File: config.mk
export PLATFORM = sky130hd
export DESIGN_NAME = lq_entry
export DESIGN_NICKNAME = d
export VERILOG_FILES = /design/src/logic/core_pkg.sv /design/src/logic/lq_pkg.sv /design/src/logic/lq_entry.sv
export SDC_FILE = /design/constraint.sdc
export NUM_CORES = 1
export LEC_CHECK = 0
export ABC_AREA = 1
export BUFFER_PORTS_ARGS = -buffer_cell sky130_fd_sc_hd__clkbuf_2
export CELL_PAD_IN_SITES_DETAIL_PLACEMENT = 0
export CELL_PAD_IN_SITES_GLOBAL_PLACEMENT = 2
export CORE_AREA = 2 2 295 297
export CTS_CLUSTER_SIZE = 25
export DETAILED_ROUTE_END_ITERATION = 12
export DIE_AREA = 0 0 297 299
export PLACE_DENSITY = 0.6
export SLEW_MARGIN = 20
export SYNTH_ARGS = -nofsm -noshare
export SYNTH_HDL_FRONTEND = slang
export SYNTH_SLANG_ARGS = --single-unit
File: constraint.sdc
create_clock -name clock -period 6.5 [get_ports clock]
set_input_delay 1.3 -clock clock [delete_from_list [all_inputs] [get_ports clock]]
set_output_delay 1.3 -clock clock [all_outputs]
set_load 0.01 [all_outputs]
File: src/logic/core_pkg.sv
package core_pkg;

	// Datapath and address width
	localparam int XLEN = 64;

	// Reorder buffer size and index with one wrap bit
	localparam int ROB_SIZE  = 32;
	localparam int ROB_IDX_W = $clog2(ROB_SIZE) + 1;

	// Physical register file
	localparam int PRF_SIZE  = 64;
	localparam int PRF_TAG_W = $clog2(PRF_SIZE);

	// One common data bus, result of a functional unit
	typedef struct packed {
		logic                 valid;	// Broadcast this cycle
		logic [PRF_TAG_W-1:0] tag;		// Physical destination register
		logic [XLEN-1:0]      data;		// Result value
	} cdb_t;

endpackage

File: src/logic/lq_pkg.sv
package lq_pkg;

	import core_pkg::*;

	localparam int LQ_DEPTH = 8;
	localparam int LQ_IDX_W = $clog2(LQ_DEPTH);

	// One dispatch slot from rename
	typedef struct packed {
		logic                 valid;
		logic [XLEN-1:0]      pc;
		logic [31:0]          inst;
		logic [XLEN-1:0]      opa;			// Base, always data
		logic [XLEN-1:0]      opb;			// Offset, or tag in the low bits
		logic                 opb_valid;	// Low while opb is still a tag
		logic [ROB_IDX_W-1:0] rob_idx;
		logic [PRF_TAG_W-1:0] dest_tag;
	} lq_dispatch_t;

	// What one entry shows to the selection logic
	typedef struct packed {
		logic                 inuse;
		logic                 addr_valid;
		logic                 requested;	// Memory read already sent
		logic                 value_valid;	// Memory data has come back
		logic [XLEN-1:0]      pc;
		logic [31:0]          inst;
		logic [XLEN-1:0]      opa;
		logic [XLEN-1:0]      opb;
		logic [ROB_IDX_W-1:0] rob_idx;
		logic [PRF_TAG_W-1:0] dest_tag;
		logic [XLEN-1:0]      value;
	} lq_entry_t;

	typedef struct packed {
		logic                valid;
		logic [LQ_IDX_W-1:0] idx;
		logic [XLEN-1:0]     addr;
	} mem_req_t;

	typedef struct packed {
		logic                valid;
		logic [LQ_IDX_W-1:0] idx;	// Entry that issued the read
		logic [XLEN-1:0]     data;
	} mem_resp_t;

	typedef struct packed {
		logic                 valid;
		logic [ROB_IDX_W-1:0] rob_idx;
		logic [PRF_TAG_W-1:0] dest_tag;
		logic [XLEN-1:0]      pc;
		logic [XLEN-1:0]      value;
	} lq_complete_t;

endpackage

File: src/logic/lq_entry.sv
`timescale 1ns/1ns

module lq_entry (
	input  logic                      clock,
	input  logic                      reset,
	input  logic                      clean,
	input  logic                      free_enable,
	input  logic                      load,
	input  lq_pkg::lq_dispatch_t      dispatch,
	input  core_pkg::cdb_t            cdb1,
	input  core_pkg::cdb_t            cdb2,
	input  logic                      request_grant,
	input  logic                      mem_data_valid,
	input  logic [core_pkg::XLEN-1:0] mem_data,
	output lq_pkg::lq_entry_t         state,
	output logic                      available
);

	import core_pkg::*;
	import lq_pkg::*;

	logic                 inuse;
	logic                 addr_valid;
	logic                 requested;
	logic                 value_valid;
	logic [XLEN-1:0]      pc;
	logic [31:0]          inst;
	logic [XLEN-1:0]      opa;
	logic [XLEN-1:0]      opb;
	logic [ROB_IDX_W-1:0] rob_idx;
	logic [PRF_TAG_W-1:0] dest_tag;
	logic [XLEN-1:0]      value;

	logic                 holding;
	logic [XLEN-1:0]      src_opb;
	logic                 src_valid;
	logic                 wake1;
	logic                 wake2;
	logic [XLEN-1:0]      next_opb;
	logic                 next_addr_valid;
	logic                 capture;

	// A tag broadcast in the dispatch cycle is caught as well
	always_comb begin
		holding         = load | inuse;
		src_opb         = load ? dispatch.opb : opb;
		src_valid       = load ? dispatch.opb_valid : addr_valid;
		wake1           = holding && !src_valid && cdb1.valid
			&& (src_opb[PRF_TAG_W-1:0] == cdb1.tag);
		wake2           = holding && !src_valid && cdb2.valid
			&& (src_opb[PRF_TAG_W-1:0] == cdb2.tag);
		next_opb        = src_opb;
		next_addr_valid = src_valid;
		if (wake1) begin
			next_opb        = cdb1.data;	// cdb1 has priority
			next_addr_valid = 1'b1;
		end else if (wake2) begin
			next_opb        = cdb2.data;
			next_addr_valid = 1'b1;
		end
	end

	// Only a read this entry has issued may fill it
	assign capture = mem_data_valid && inuse && requested && !value_valid && !load;

	always_ff @(posedge clock) begin
		if (reset || clean) begin
			inuse       <= 1'b0;
			addr_valid  <= 1'b0;
			requested   <= 1'b0;
			value_valid <= 1'b0;
		end else if (load) begin
			inuse       <= 1'b1;	// Refill wins over free
			addr_valid  <= next_addr_valid;
			requested   <= 1'b0;
			value_valid <= 1'b0;
		end else begin
			if (free_enable)
				inuse <= 1'b0;
			addr_valid <= next_addr_valid;
			if (request_grant)
				requested <= 1'b1;
			if (capture)
				value_valid <= 1'b1;
		end
	end

	always_ff @(posedge clock) begin
		if (load) begin
			pc       <= dispatch.pc;
			inst     <= dispatch.inst;
			opa      <= dispatch.opa;
			rob_idx  <= dispatch.rob_idx;
			dest_tag <= dispatch.dest_tag;
		end
		opb <= next_opb;
		if (capture)
			value <= mem_data;
	end

	// Free now, or leaving at this edge after completion
	assign available = !inuse || free_enable;

	always_comb begin
		state.inuse       = inuse;
		state.addr_valid  = addr_valid;
		state.requested   = requested;
		state.value_valid = value_valid;
		state.pc          = pc;
		state.inst        = inst;
		state.opa         = opa;
		state.opb         = opb;
		state.rob_idx     = rob_idx;
		state.dest_tag    = dest_tag;
		state.value       = value;
	end

endmodule

==> impl_metrics.tcl <==
set metrics [dict create \
    status "completed" \
    rsz0062_at_grt "false" \
    synthCells 905 \
    track_usage 0.117 \
    num_rows 108 \
    cts_buffers 40 \
    die_area_um2 88800 \
    hold_violations 0 \
    worstMarginPinSlew_ns 1.01 \
    synth.yosys.seq_area_share 0.774 \
    hold_ws_ns 0.536 \
    tritoncts "done" \
    regArea_um2 9030 \
    final_nets 2116 \
    cp_data_required_time_ns 6.93 \
    syn_to_final_growth_pct 54.6 \
    cts.sinks 304 \
    fillers 9482 \
    wl_um 54200 \
    dpl_cell_area_um2 16700 \
    remaining_drc_errors 0 \
    yosysTopAreaCell "edfxtp_1" \
    clk_latency_ns 0.58 \
    switching_share 0.247 \
    avgSynthCellArea_um2 12.9 \
    clk_pin_slew_ns 0.06 \
    period_share 0.604 \
    seq_power_share 0.461 \
    drt_iter0_drc 536 \
    ys_warn_count 0 \
    max_slew_margin 0.327 \
    start_util 0.136 \
    multiInputGateArea_um2 2070 \
    ys.flop_type "edfxtp_1" \
    fin_skew_ns 0.0382 \
    power.share.clock 0.442 \
    power_mw 5.02 \
    peakVddDrop_uv 142 \
    fin_util 0.210 \
    setup_tns_ns 0 \
    die_w_um 297 \
    fin_cells 2850 \
    worstPathArrival_ns 4.36 \
    grt_max_degree 73 \
    routedWlPerCell_um 19.0 \
    gp_congestion 0.868 \
    fin_crit_ns 3.93 \
    p_per_area_nw_per_um2 278 \
    antenna_found_initial 6 \
    endpoint_kind "register" \
    grt_pass1_wl_um 75500 \
    core_um2 85900 \
    layout_setup_ws_ns 2.57 \
    dp_slack_ns 1.92 \
    dr.pass1.iters 5 \
    synth_nets 1356 \
    finalSetupViolCount 0 \
    start_kind "input port" \
    hold_buffers 0 \
    cts_resized 0 \
    cap_violations 0 \
    ys_seq_elements 304 \
    power.switching_mw 1.24 \
    grt_overflow_total 0 \
    yosysTopAreaCellShare 0.756 \
    drive_above_1_share 0.496 \
    rrSetupSlack_ns 3.41 \
    synthArstFlopShare 0 \
    cp_max_fo 52 \
    postCtsSetupBuffers 0 \
    place_inst 2778 \
    netlist_area_um2 11700 \
    p_int_mw 3.78 \
    vias 9828 \
    synth_edf_count 294 \
    vias_per_cell 3.45 \
    io_buffers 754 \
    cts_root_buf "clkbuf_16" \
    htreeDepth 2 \
    synth.cells.most_frequent "nand2_1 (299), edfxtp_1 (294), inv_1 (80), nand3_1 (75), o21ai_1 (56)" \
    critPathKind "input port to register" \
    synthDistinctLibCells 27 \
    synthMostInstantiatedCell "nand2_1" \
    drv_slew 0 \
    dp_hpwl_um 42700 \
    p_comb_frac 0.096 \
    antenna_left 0 \
    p_leak_nw 8.20 \
    die_h_um 299 \
    worstHoldPathType "register to register" \
    io_pins 756 \
    ys_top_cells_by_area "edfxtp_1 (76%), nand2_1 (9.6%), nand3_1 (3.2%)" \
    grt_pass1_vias 10200 \
    postLayoutCellArea_um2 18000 \
    timing.fmax_mhz 255 \
    cts_buffer_depth 3 \
]
placed cells by master (no fill, tap or decap), drive strengths merged, types with 2 or more instances in the layout:
cell type,n
buf,12
clkbuf,799
nor2,10
nand2,307
inv,84
bufinv,4
o21bai,4
clkinv,16
edfxtp,294
o21ai,61
nor3,2
dfxtp,10
nand3b,8
diode,3
nand3,75
final cells by class:
cell class                 count  share of cell area
sequential                   304               0.500
timing repair buffer         765               0.216
multi-input combinational    472               0.115
tap                         1155              0.0801
clock buffer                  46              0.0567
inverter                      82              0.0172
clock inverter                23              0.0148
antenna                        3            0.000416
logic make-up (layout without fill, tap and decap cells):
logic type,after synthesis,count (layout),synth area share
AO/OA/AOI/OAI,67,67,0.0298
buffers and inverters,129,916,0.0518
flip-flops,304,304,0.774
other,0,3,0
AND/OR/NAND/NOR,405,405,0.145
state kept, by name, indices dropped and copies added (netlist names):
name,cells
requested,1
opa,64
pc,64
addr_valid,1
dest_tag,6
value,64
inuse,1
rob_idx,6
value_valid,1
inst,32
opb,64
path summary, 6_finish.rpt:
path,to,start,cells past startpoint
hold / removal,requested,requested,2
setup reg to reg,opb[10],inuse,10
hold reg to reg,requested,requested,2
setup / recovery,opb[10],load,12
power groups by stage:
stage / clock (mW) / combinational, mW / sequential, mW
2_1_floorplan: 0 / 0.0929 / 2.41
3_3_place_gp: 0 / 0.499 / 2.35
3_5_place_dp: 0 / 0.497 / 2.36
4_1_cts: 2.32 / 0.499 / 2.32
5_1_grt: 2.38 / 0.531 / 2.33
6_report: 2.22 / 0.483 / 2.32
worst max-delay path, stage by stage:
cell     delay, ns
buf_8         0.35
inv_4         0.19
nand2_1       0.15
nand2_1       0.09
nand2_1       0.06
nand2_1       0.08
nor3b_2       0.25
nand2_4       0.26
inv_2         0.59
buf_4         0.57
nand2_1       0.20
nand2_1       0.12
routing by layer:
metal  wire length [µm]  track usage
met3               4760       0.0405
met1              20800        0.135
met4               1040       0.0262
met2              27600        0.209
met5                 30            0
(Power assumes the default switching activity.)
