$ cat src/logic/core_pkg.sv
package core_pkg;

	// Datapath and address width
	localparam int XLEN = 64;

	// Reorder buffer size and index with one wrap bit
	localparam int ROB_SIZE  = 32;
	localparam int ROB_IDX_W = $clog2(ROB_SIZE) + 1;

	// Physical register file
	localparam int PRF_SIZE  = 64;
	localparam int PRF_TAG_W = $clog2(PRF_SIZE);

	// One common data bus, result of a functional unit
	typedef struct packed {
		logic                 valid;	// Broadcast this cycle
		logic [PRF_TAG_W-1:0] tag;		// Physical destination register
		logic [XLEN-1:0]      data;		// Result value
	} cdb_t;

endpackage

$ cat src/logic/lq_pkg.sv
package lq_pkg;

	import core_pkg::*;

	localparam int LQ_DEPTH = 8;
	localparam int LQ_IDX_W = $clog2(LQ_DEPTH);

	// One dispatch slot from rename
	typedef struct packed {
		logic                 valid;
		logic [XLEN-1:0]      pc;
		logic [31:0]          inst;
		logic [XLEN-1:0]      opa;			// Base, always data
		logic [XLEN-1:0]      opb;			// Offset, or tag in the low bits
		logic                 opb_valid;	// Low while opb is still a tag
		logic [ROB_IDX_W-1:0] rob_idx;
		logic [PRF_TAG_W-1:0] dest_tag;
	} lq_dispatch_t;

	// What one entry shows to the selection logic
	typedef struct packed {
		logic                 inuse;
		logic                 addr_valid;
		logic                 requested;	// Memory read already sent
		logic                 value_valid;	// Memory data has come back
		logic [XLEN-1:0]      pc;
		logic [31:0]          inst;
		logic [XLEN-1:0]      opa;
		logic [XLEN-1:0]      opb;
		logic [ROB_IDX_W-1:0] rob_idx;
		logic [PRF_TAG_W-1:0] dest_tag;
		logic [XLEN-1:0]      value;
	} lq_entry_t;

	typedef struct packed {
		logic                valid;
		logic [LQ_IDX_W-1:0] idx;
		logic [XLEN-1:0]     addr;
	} mem_req_t;

	typedef struct packed {
		logic                valid;
		logic [LQ_IDX_W-1:0] idx;	// Entry that issued the read
		logic [XLEN-1:0]     data;
	} mem_resp_t;

	typedef struct packed {
		logic                 valid;
		logic [ROB_IDX_W-1:0] rob_idx;
		logic [PRF_TAG_W-1:0] dest_tag;
		logic [XLEN-1:0]      pc;
		logic [XLEN-1:0]      value;
	} lq_complete_t;

endpackage

$ cat src/logic/lq_alloc.sv
`timescale 1ns/1ns

module lq_alloc (
	input  logic [lq_pkg::LQ_DEPTH-1:0] inuse,
	input  lq_pkg::lq_dispatch_t        dispatch1,
	input  lq_pkg::lq_dispatch_t        dispatch2,
	output logic [lq_pkg::LQ_DEPTH-1:0] load,
	output logic [lq_pkg::LQ_DEPTH-1:0] dispatch_sel,
	output logic                        space1,
	output logic                        space2
);

	import lq_pkg::*;

	logic                first_found;
	logic                second_found;
	logic [LQ_IDX_W-1:0] first_idx;
	logic [LQ_IDX_W-1:0] second_idx;
	logic [LQ_IDX_W:0]   free_count;

	// Two lowest free indices and the number of free entries
	always_comb begin
		first_found  = 1'b0;
		second_found = 1'b0;
		first_idx    = '0;
		second_idx   = '0;
		free_count   = '0;
		for (int i = 0; i < LQ_DEPTH; i++) begin
			if (!inuse[i]) begin
				free_count = free_count + 1'b1;
				if (!first_found) begin
					first_found = 1'b1;
					first_idx   = LQ_IDX_W'(i);
				end else if (!second_found) begin
					second_found = 1'b1;
					second_idx   = LQ_IDX_W'(i);
				end
			end
		end
	end

	// dispatch_sel high means the entry takes slot 2
	always_comb begin
		load         = '0;
		dispatch_sel = '0;
		if (dispatch1.valid && first_found)
			load[first_idx] = 1'b1;
		if (dispatch2.valid) begin
			if (dispatch1.valid) begin
				if (second_found) begin
					load[second_idx]         = 1'b1;
					dispatch_sel[second_idx] = 1'b1;
				end
			end else if (first_found) begin
				load[first_idx]         = 1'b1;	// Lone slot 2 takes the lowest
				dispatch_sel[first_idx] = 1'b1;
			end
		end
	end

	assign space1 = (free_count != '0);
	assign space2 = (free_count > (LQ_IDX_W + 1)'(1));

endmodule

$ cat config.mk
export PLATFORM = sky130hd
export DESIGN_NAME = lq_alloc
export DESIGN_NICKNAME = d
export VERILOG_FILES = /design/src/logic/core_pkg.sv /design/src/logic/lq_pkg.sv /design/src/logic/lq_alloc.sv
export SDC_FILE = /design/constraint.sdc
export NUM_CORES = 1
export LEC_CHECK = 0
export BUFFER_PORTS_ARGS = -buffer_cell sky130_fd_sc_hd__buf_2
export CAP_MARGIN = 40
export CELL_PAD_IN_SITES_DETAIL_PLACEMENT = 0
export CELL_PAD_IN_SITES_GLOBAL_PLACEMENT = 1
export CORE_AREA = 2 2 195 197
export DETAILED_ROUTE_END_ITERATION = 8
export DIE_AREA = 0 0 197 199
export PLACE_DENSITY = 0.45
export SYNTH_ARGS = -nofsm -noshare
export SYNTH_HDL_FRONTEND = slang
export SYNTH_SLANG_ARGS = --single-unit
$ cat constraint.sdc
create_clock -name vclk -period 6
set_input_delay 0.3 -clock vclk [all_inputs]
set_output_delay 0.3 -clock vclk [all_outputs]
set_load 0.01 [all_outputs]
==> metrics, run 1 <==
RSZ-0062 raised after global routing false; final setup vio count 0; post-CTS setup buffer count 0; number of instances in the placed design 671; commonest non-fill, non-tap cell in the layout buf_2; critical path class primary input to output pin; Hold WS 0.992 ns; main combinational cell family by area after synthesis simple AND/OR/NAND/NOR gates; post-layout net count 694; sequential area share after synthesis 0; fillers 4,419; relative slew slack 0.582; Residual DRC 0; Area growth syn-to-layout 53.8%; Final Non-Filler Cells 671; Leakage 0.623 nW; Syn Nets 674; Chip Width 197 um; Overall Global Routing Usage 0.0224; Final Hold Viols 0; Worst EP required 5.70 ns; crit path launch type primary input; pwr dens 107 nW/um^2; Worst EP arrival 4.88 ns; row cnt 71; most frequent cells in the layout 28 x buf_2, 19 x nand2_1, 14 x nor2_1, 14 x a21oi_1, 11 x ha_1; Final Wtd Congestion 0.702; max cap viols 0; highest achievable clock rate 193 MHz; vias per inst 1.96; cts repair resizes 0; post-synthesis mux area share 0.0347; HPWL Detailed 3860 um; status finished clean; area of the core 37,100 sq um; die area 39,200 sq um; Slew Limit Fails 0; flip-flop and latch count 0; Yosys warning total 0; Mapped Area 1260 sq um; DR pass1 iterations 4; n_diodes 0; total power 0.000208 W; post-synth cell types 58; number of port buffers 28; WL final 4480 um; syn avg cell area 7.05 sq um; vias in the first global route 1,325; first-pass GRT wire length 7240 um; WL/cell 6.68 um; clkbuf count 0; Mapped Cells 179; DIE HEIGHT 199 um; proportion of layout cells with a drive suffix above 1 0.244; crit path capture type output pin; crit path max fanout 5; DR vias 1,312; simple-gate share of the synthesized area 0.341; initial antenna violation count 4; worst slew pin tran 0.626 ns; GRT Residual Overflow 0; setup TNS 0 ns; Final period util 0.863; antenna-violating nets left 0; Compound-Gate Fraction of Synth Area 0.292; XOR/XNOR Fraction of Synth Area 0.145; Max IR drop VDD 0.0000281 V; Post-Synth Adder-Cell Area 0.109; Final Critical Period 5.18 ns; post-cts hold buffer count 0; worst hold path type primary input to output pin; initial core utilization 0.0340; register area 0 sq um; DR iter-0 viols 49; area occupied by multi-input gates 1160 sq um; I/O pin count 502; largest net degree at the start of global routing 20
## layer usage
metal,up-vias,wire (um),global-route usage
met4,8,8,0
met5,-,54,0
met2,13,2140,0.0393
li1,676,-,-
met1,607,2070,0.0294
met3,8,211,0.00576
## cell usage after synthesis, types with 4 or more instances
library cell / count / area (sq um)
nor2b_1: 6 / 37.5
o21ai_1: 5 / 25.0
nand3_1: 8 / 40.0
clkbuf_1: 4 / 15.0
nand2b_1: 9 / 56.3
ha_1: 11 / 138
o21ai_0: 6 / 30.0
buf_2: 4 / 20.0
inv_1: 10 / 37.5
a21oi_1: 14 / 70.1
o31ai_1: 6 / 45.0
nor2_1: 14 / 52.6
nand2_1: 19 / 71.3
## final cells by class
class / instances / share of cell area
Timing Repair Buffer: 28 / 0.0722
Multi-Input combinational cell: 157 / 0.599
Tap cell: 474 / 0.305
Inverter: 12 / 0.0232
## path summary, 6_finish.rpt
kind | start | cells after the start | slack [ns] | to
setup / recovery | inuse[0] | 22 | 0.82 | space1
hold / removal | inuse[7] | 3 | 0.99 | load[7]
## metrics by stage
stage          setup WS, ns  cell area (sq um)  utilization
2_1_floorplan          1.46               1260            -
3_3_place_gp          0.789               1940       0.0523
3_5_place_dp          0.807               1940       0.0523
4_1_cts               0.792               1940       0.0523
5_1_grt               0.416               1940       0.0523
6_report              0.825               1940       0.0523
## cells by family (layout without fill, tap and decap cells)
family | after synthesis | in the layout
and+or+nand+nor | 78 | 78
adders and majority gates | 11 | 11
muxes | 3 | 3
AOI/OAI and AO/OA | 54 | 54
buffers and inverters | 22 | 40
xor gates and xnor gates | 11 | 11
## power by group
part | internal [W] | leakage (nW) | switching (W) | total (W)
clock | 0 | 0 | 0 | 0
combinational | 0.0000879 | 0.623 | 0.000120 | 0.000208
sequential | 0 | 0 | 0 | 0
total | 0.0000879 | 0.623 | 0.000120 | 0.000208
## critical path, cell delays in order
cell      delay (ns)
buf_2           0.12
inv_1           0.07
ha_1            0.34
ha_1            0.39
ha_1            0.34
mux2_1          0.32
ha_1            0.27
nor2b_1         0.13
a311oi_2        0.31
inv_1           0.08
ha_1            0.29
nor2_1          0.05
a21oi_2         0.19
ha_1            0.29
mux2i_4         0.23
inv_1           0.10
ha_1            0.31
nor3_2          0.22
nand3_1         0.12
nor3_2          0.15
a21oi_1         0.09
buf_2           0.17
(Power assumes the default switching activity.)
==> run 2, diff against run 1 <==
PLACE_DENSITY = default   (was 0.45)
PLACE_DENSITY_LB_ADDON = 0.2   (was default)
==> run 2 against run 1 <==
  * Sequential share of layout area did not move
  * Cell area did not move
  * Global-route usage rose by 0.22 points
  * Non-clock buffer count did not move
  * Critical path depth did not move
  * Via count fell by 0.38%
  * Clock-buffer cell count did not move
  * Final cell count did not move
  * Highest routed layer unchanged
  * Worst setup slack barely moved
==> metrics, run 2 (same netlist as run 1, synthesis figures left out) <==
status finished clean; Leakage 0.623 nW (unchanged); post-CTS setup buffer count 0 (unchanged); Final Critical Period 5.18 ns (+0.0000380 ns); Worst EP required 5.70 ns (about the same); die area 39,200 sq um (unchanged); DR pass1 iterations 4 (unchanged); vias in the first global route 1,358 (+2.5%); crit path capture type output pin; initial antenna violation count 1 (-3); post-layout net count 694 (unchanged); Area growth syn-to-layout 53.8% (unchanged); row cnt 71 (unchanged); post-cts hold buffer count 0 (unchanged); GRT Residual Overflow 0 (unchanged); critical path class primary input to output pin; Final Hold Viols 0 (unchanged); relative slew slack 0.605 (+0.0238); flip-flop and latch count 0 (unchanged); setup TNS 0 ns (unchanged); Final Wtd Congestion 0.651 (-7.2%); Slew Limit Fails 0 (unchanged); register area 0 sq um (unchanged); fin util 0.0523 (unchanged); number of port buffers 28 (unchanged); Worst EP arrival 4.88 ns (about the same); most frequent cells in the layout 28 x buf_2, 19 x nand2_1, 14 x nor2_1, 14 x a21oi_1, 11 x ha_1; max cap viols 0 (unchanged); DR vias 1,307 (-0.38%); crit path launch type primary input; clkbuf count 0 (unchanged); first-pass GRT wire length 7910 um (+9.3%); WL final 4830 um (+7.8%); vias per inst 1.95 (-0.38%); area of the core 37,100 sq um (unchanged); pwr dens 110 nW/um^2 (+3.0%); antenna-violating nets left 0 (unchanged); final setup vio count 0 (unchanged); n_diodes 0 (unchanged); RSZ-0062 raised after global routing false; Residual DRC 0 (unchanged); commonest non-fill, non-tap cell in the layout buf_2; HPWL Detailed 4160 um (+7.9%); DR iter-0 viols 74 (+51%); WL/cell 7.20 um (+7.8%); critical path endpoint space1; Chip Width 197 um (unchanged); initial core utilization 0.0340 (unchanged); Final period util 0.863 (about the same); Worst Setup SP inuse[0]; Max IR drop VDD 0.0000319 V (+14%); largest net degree at the start of global routing 20 (unchanged); Overall Global Routing Usage 0.0246 (+0.00216); highest achievable clock rate 193 MHz (about the same); total power 0.000214 W (+3.0%); worst hold path type primary input to output pin; cts repair resizes 0 (unchanged); Cell Area, Placed 1940 sq um (unchanged); crit path max fanout 5 (unchanged); proportion of layout cells with a drive suffix above 1 0.244 (unchanged); final instance area 1940 sq um (unchanged); worst slew pin tran 0.590 ns (-0.0362 ns); DIE HEIGHT 199 um (unchanged); I/O pin count 502 (unchanged)
==> run 2: cell counts in the layout (fill, tap and decap cells not counted) <==
Identical to the previous run, type by type.
==> run 2: how the worst min path moves through the flow <==
stage / startpoint / to / slack [ns] / cells past startpoint
detailed placement: inuse[7] / load[7] / 1.02 / 3
global route: inuse[7] / load[7] / 1.04 / 3
CTS: inuse[7] / load[7] / 1.02 / 3
finish: inuse[7] / load[7] / 1.01 / 3
floorplan: inuse[5] / dispatch_sel[5] / 0.90 / 2
global placement: inuse[7] / load[7] / 1.03 / 3
==> run 2: through the flow <==
stage / instances / hold WS [ns] / setup WS (ns)
6_report: 671 / 1.01 / 0.825
2_1_floorplan: 179 / 0.901 / 1.46
5_1_grt: 671 / 1.04 / 0.426
3_5_place_dp: 671 / 1.02 / 0.790
3_3_place_gp: 671 / 1.03 / 0.795
4_1_cts: 671 / 1.02 / 0.764
==> run 2: per-layer routing <==
metal	vias up	wire length, um	track usage
met5	-	13	0
met4	2	2	0
met3	2	148	0.00339
met2	13	2240	0.0407
met1	612	2430	0.0358
li1	678	-	-
==> run 2: power breakdown <==
| group | internal [W] | switching (W) |
|---|---|---|
| sequential | 0 | 0 |
| clock | 0 | 0 |
| combinational | 0.0000883 | 0.000126 |
| total | 0.0000883 | 0.000126 |
==> run 2: worst max-delay path, cell delays in order <==
cell and delay, ns:
buf_2 0.12, inv_1 0.07, ha_1 0.34, ha_1 0.40, ha_1 0.34, mux2_1 0.31
ha_1 0.28, nor2b_1 0.14, a311oi_2 0.32, inv_1 0.08, ha_1 0.30, nor2_1 0.05
a21oi_2 0.18, ha_1 0.28, mux2i_4 0.23, inv_1 0.10, ha_1 0.31, nor3_2 0.22
nand3_1 0.12, nor3_2 0.15, a21oi_1 0.07, buf_2 0.17
==> run 2: final cells by class <==
type / instances / area [sq um]
repair buffers: 28 / 140
well taps: 474 / 593
inverters: 12 / 45.0
multi-input cells: 157 / 1160
fillers: 4402 / 35200
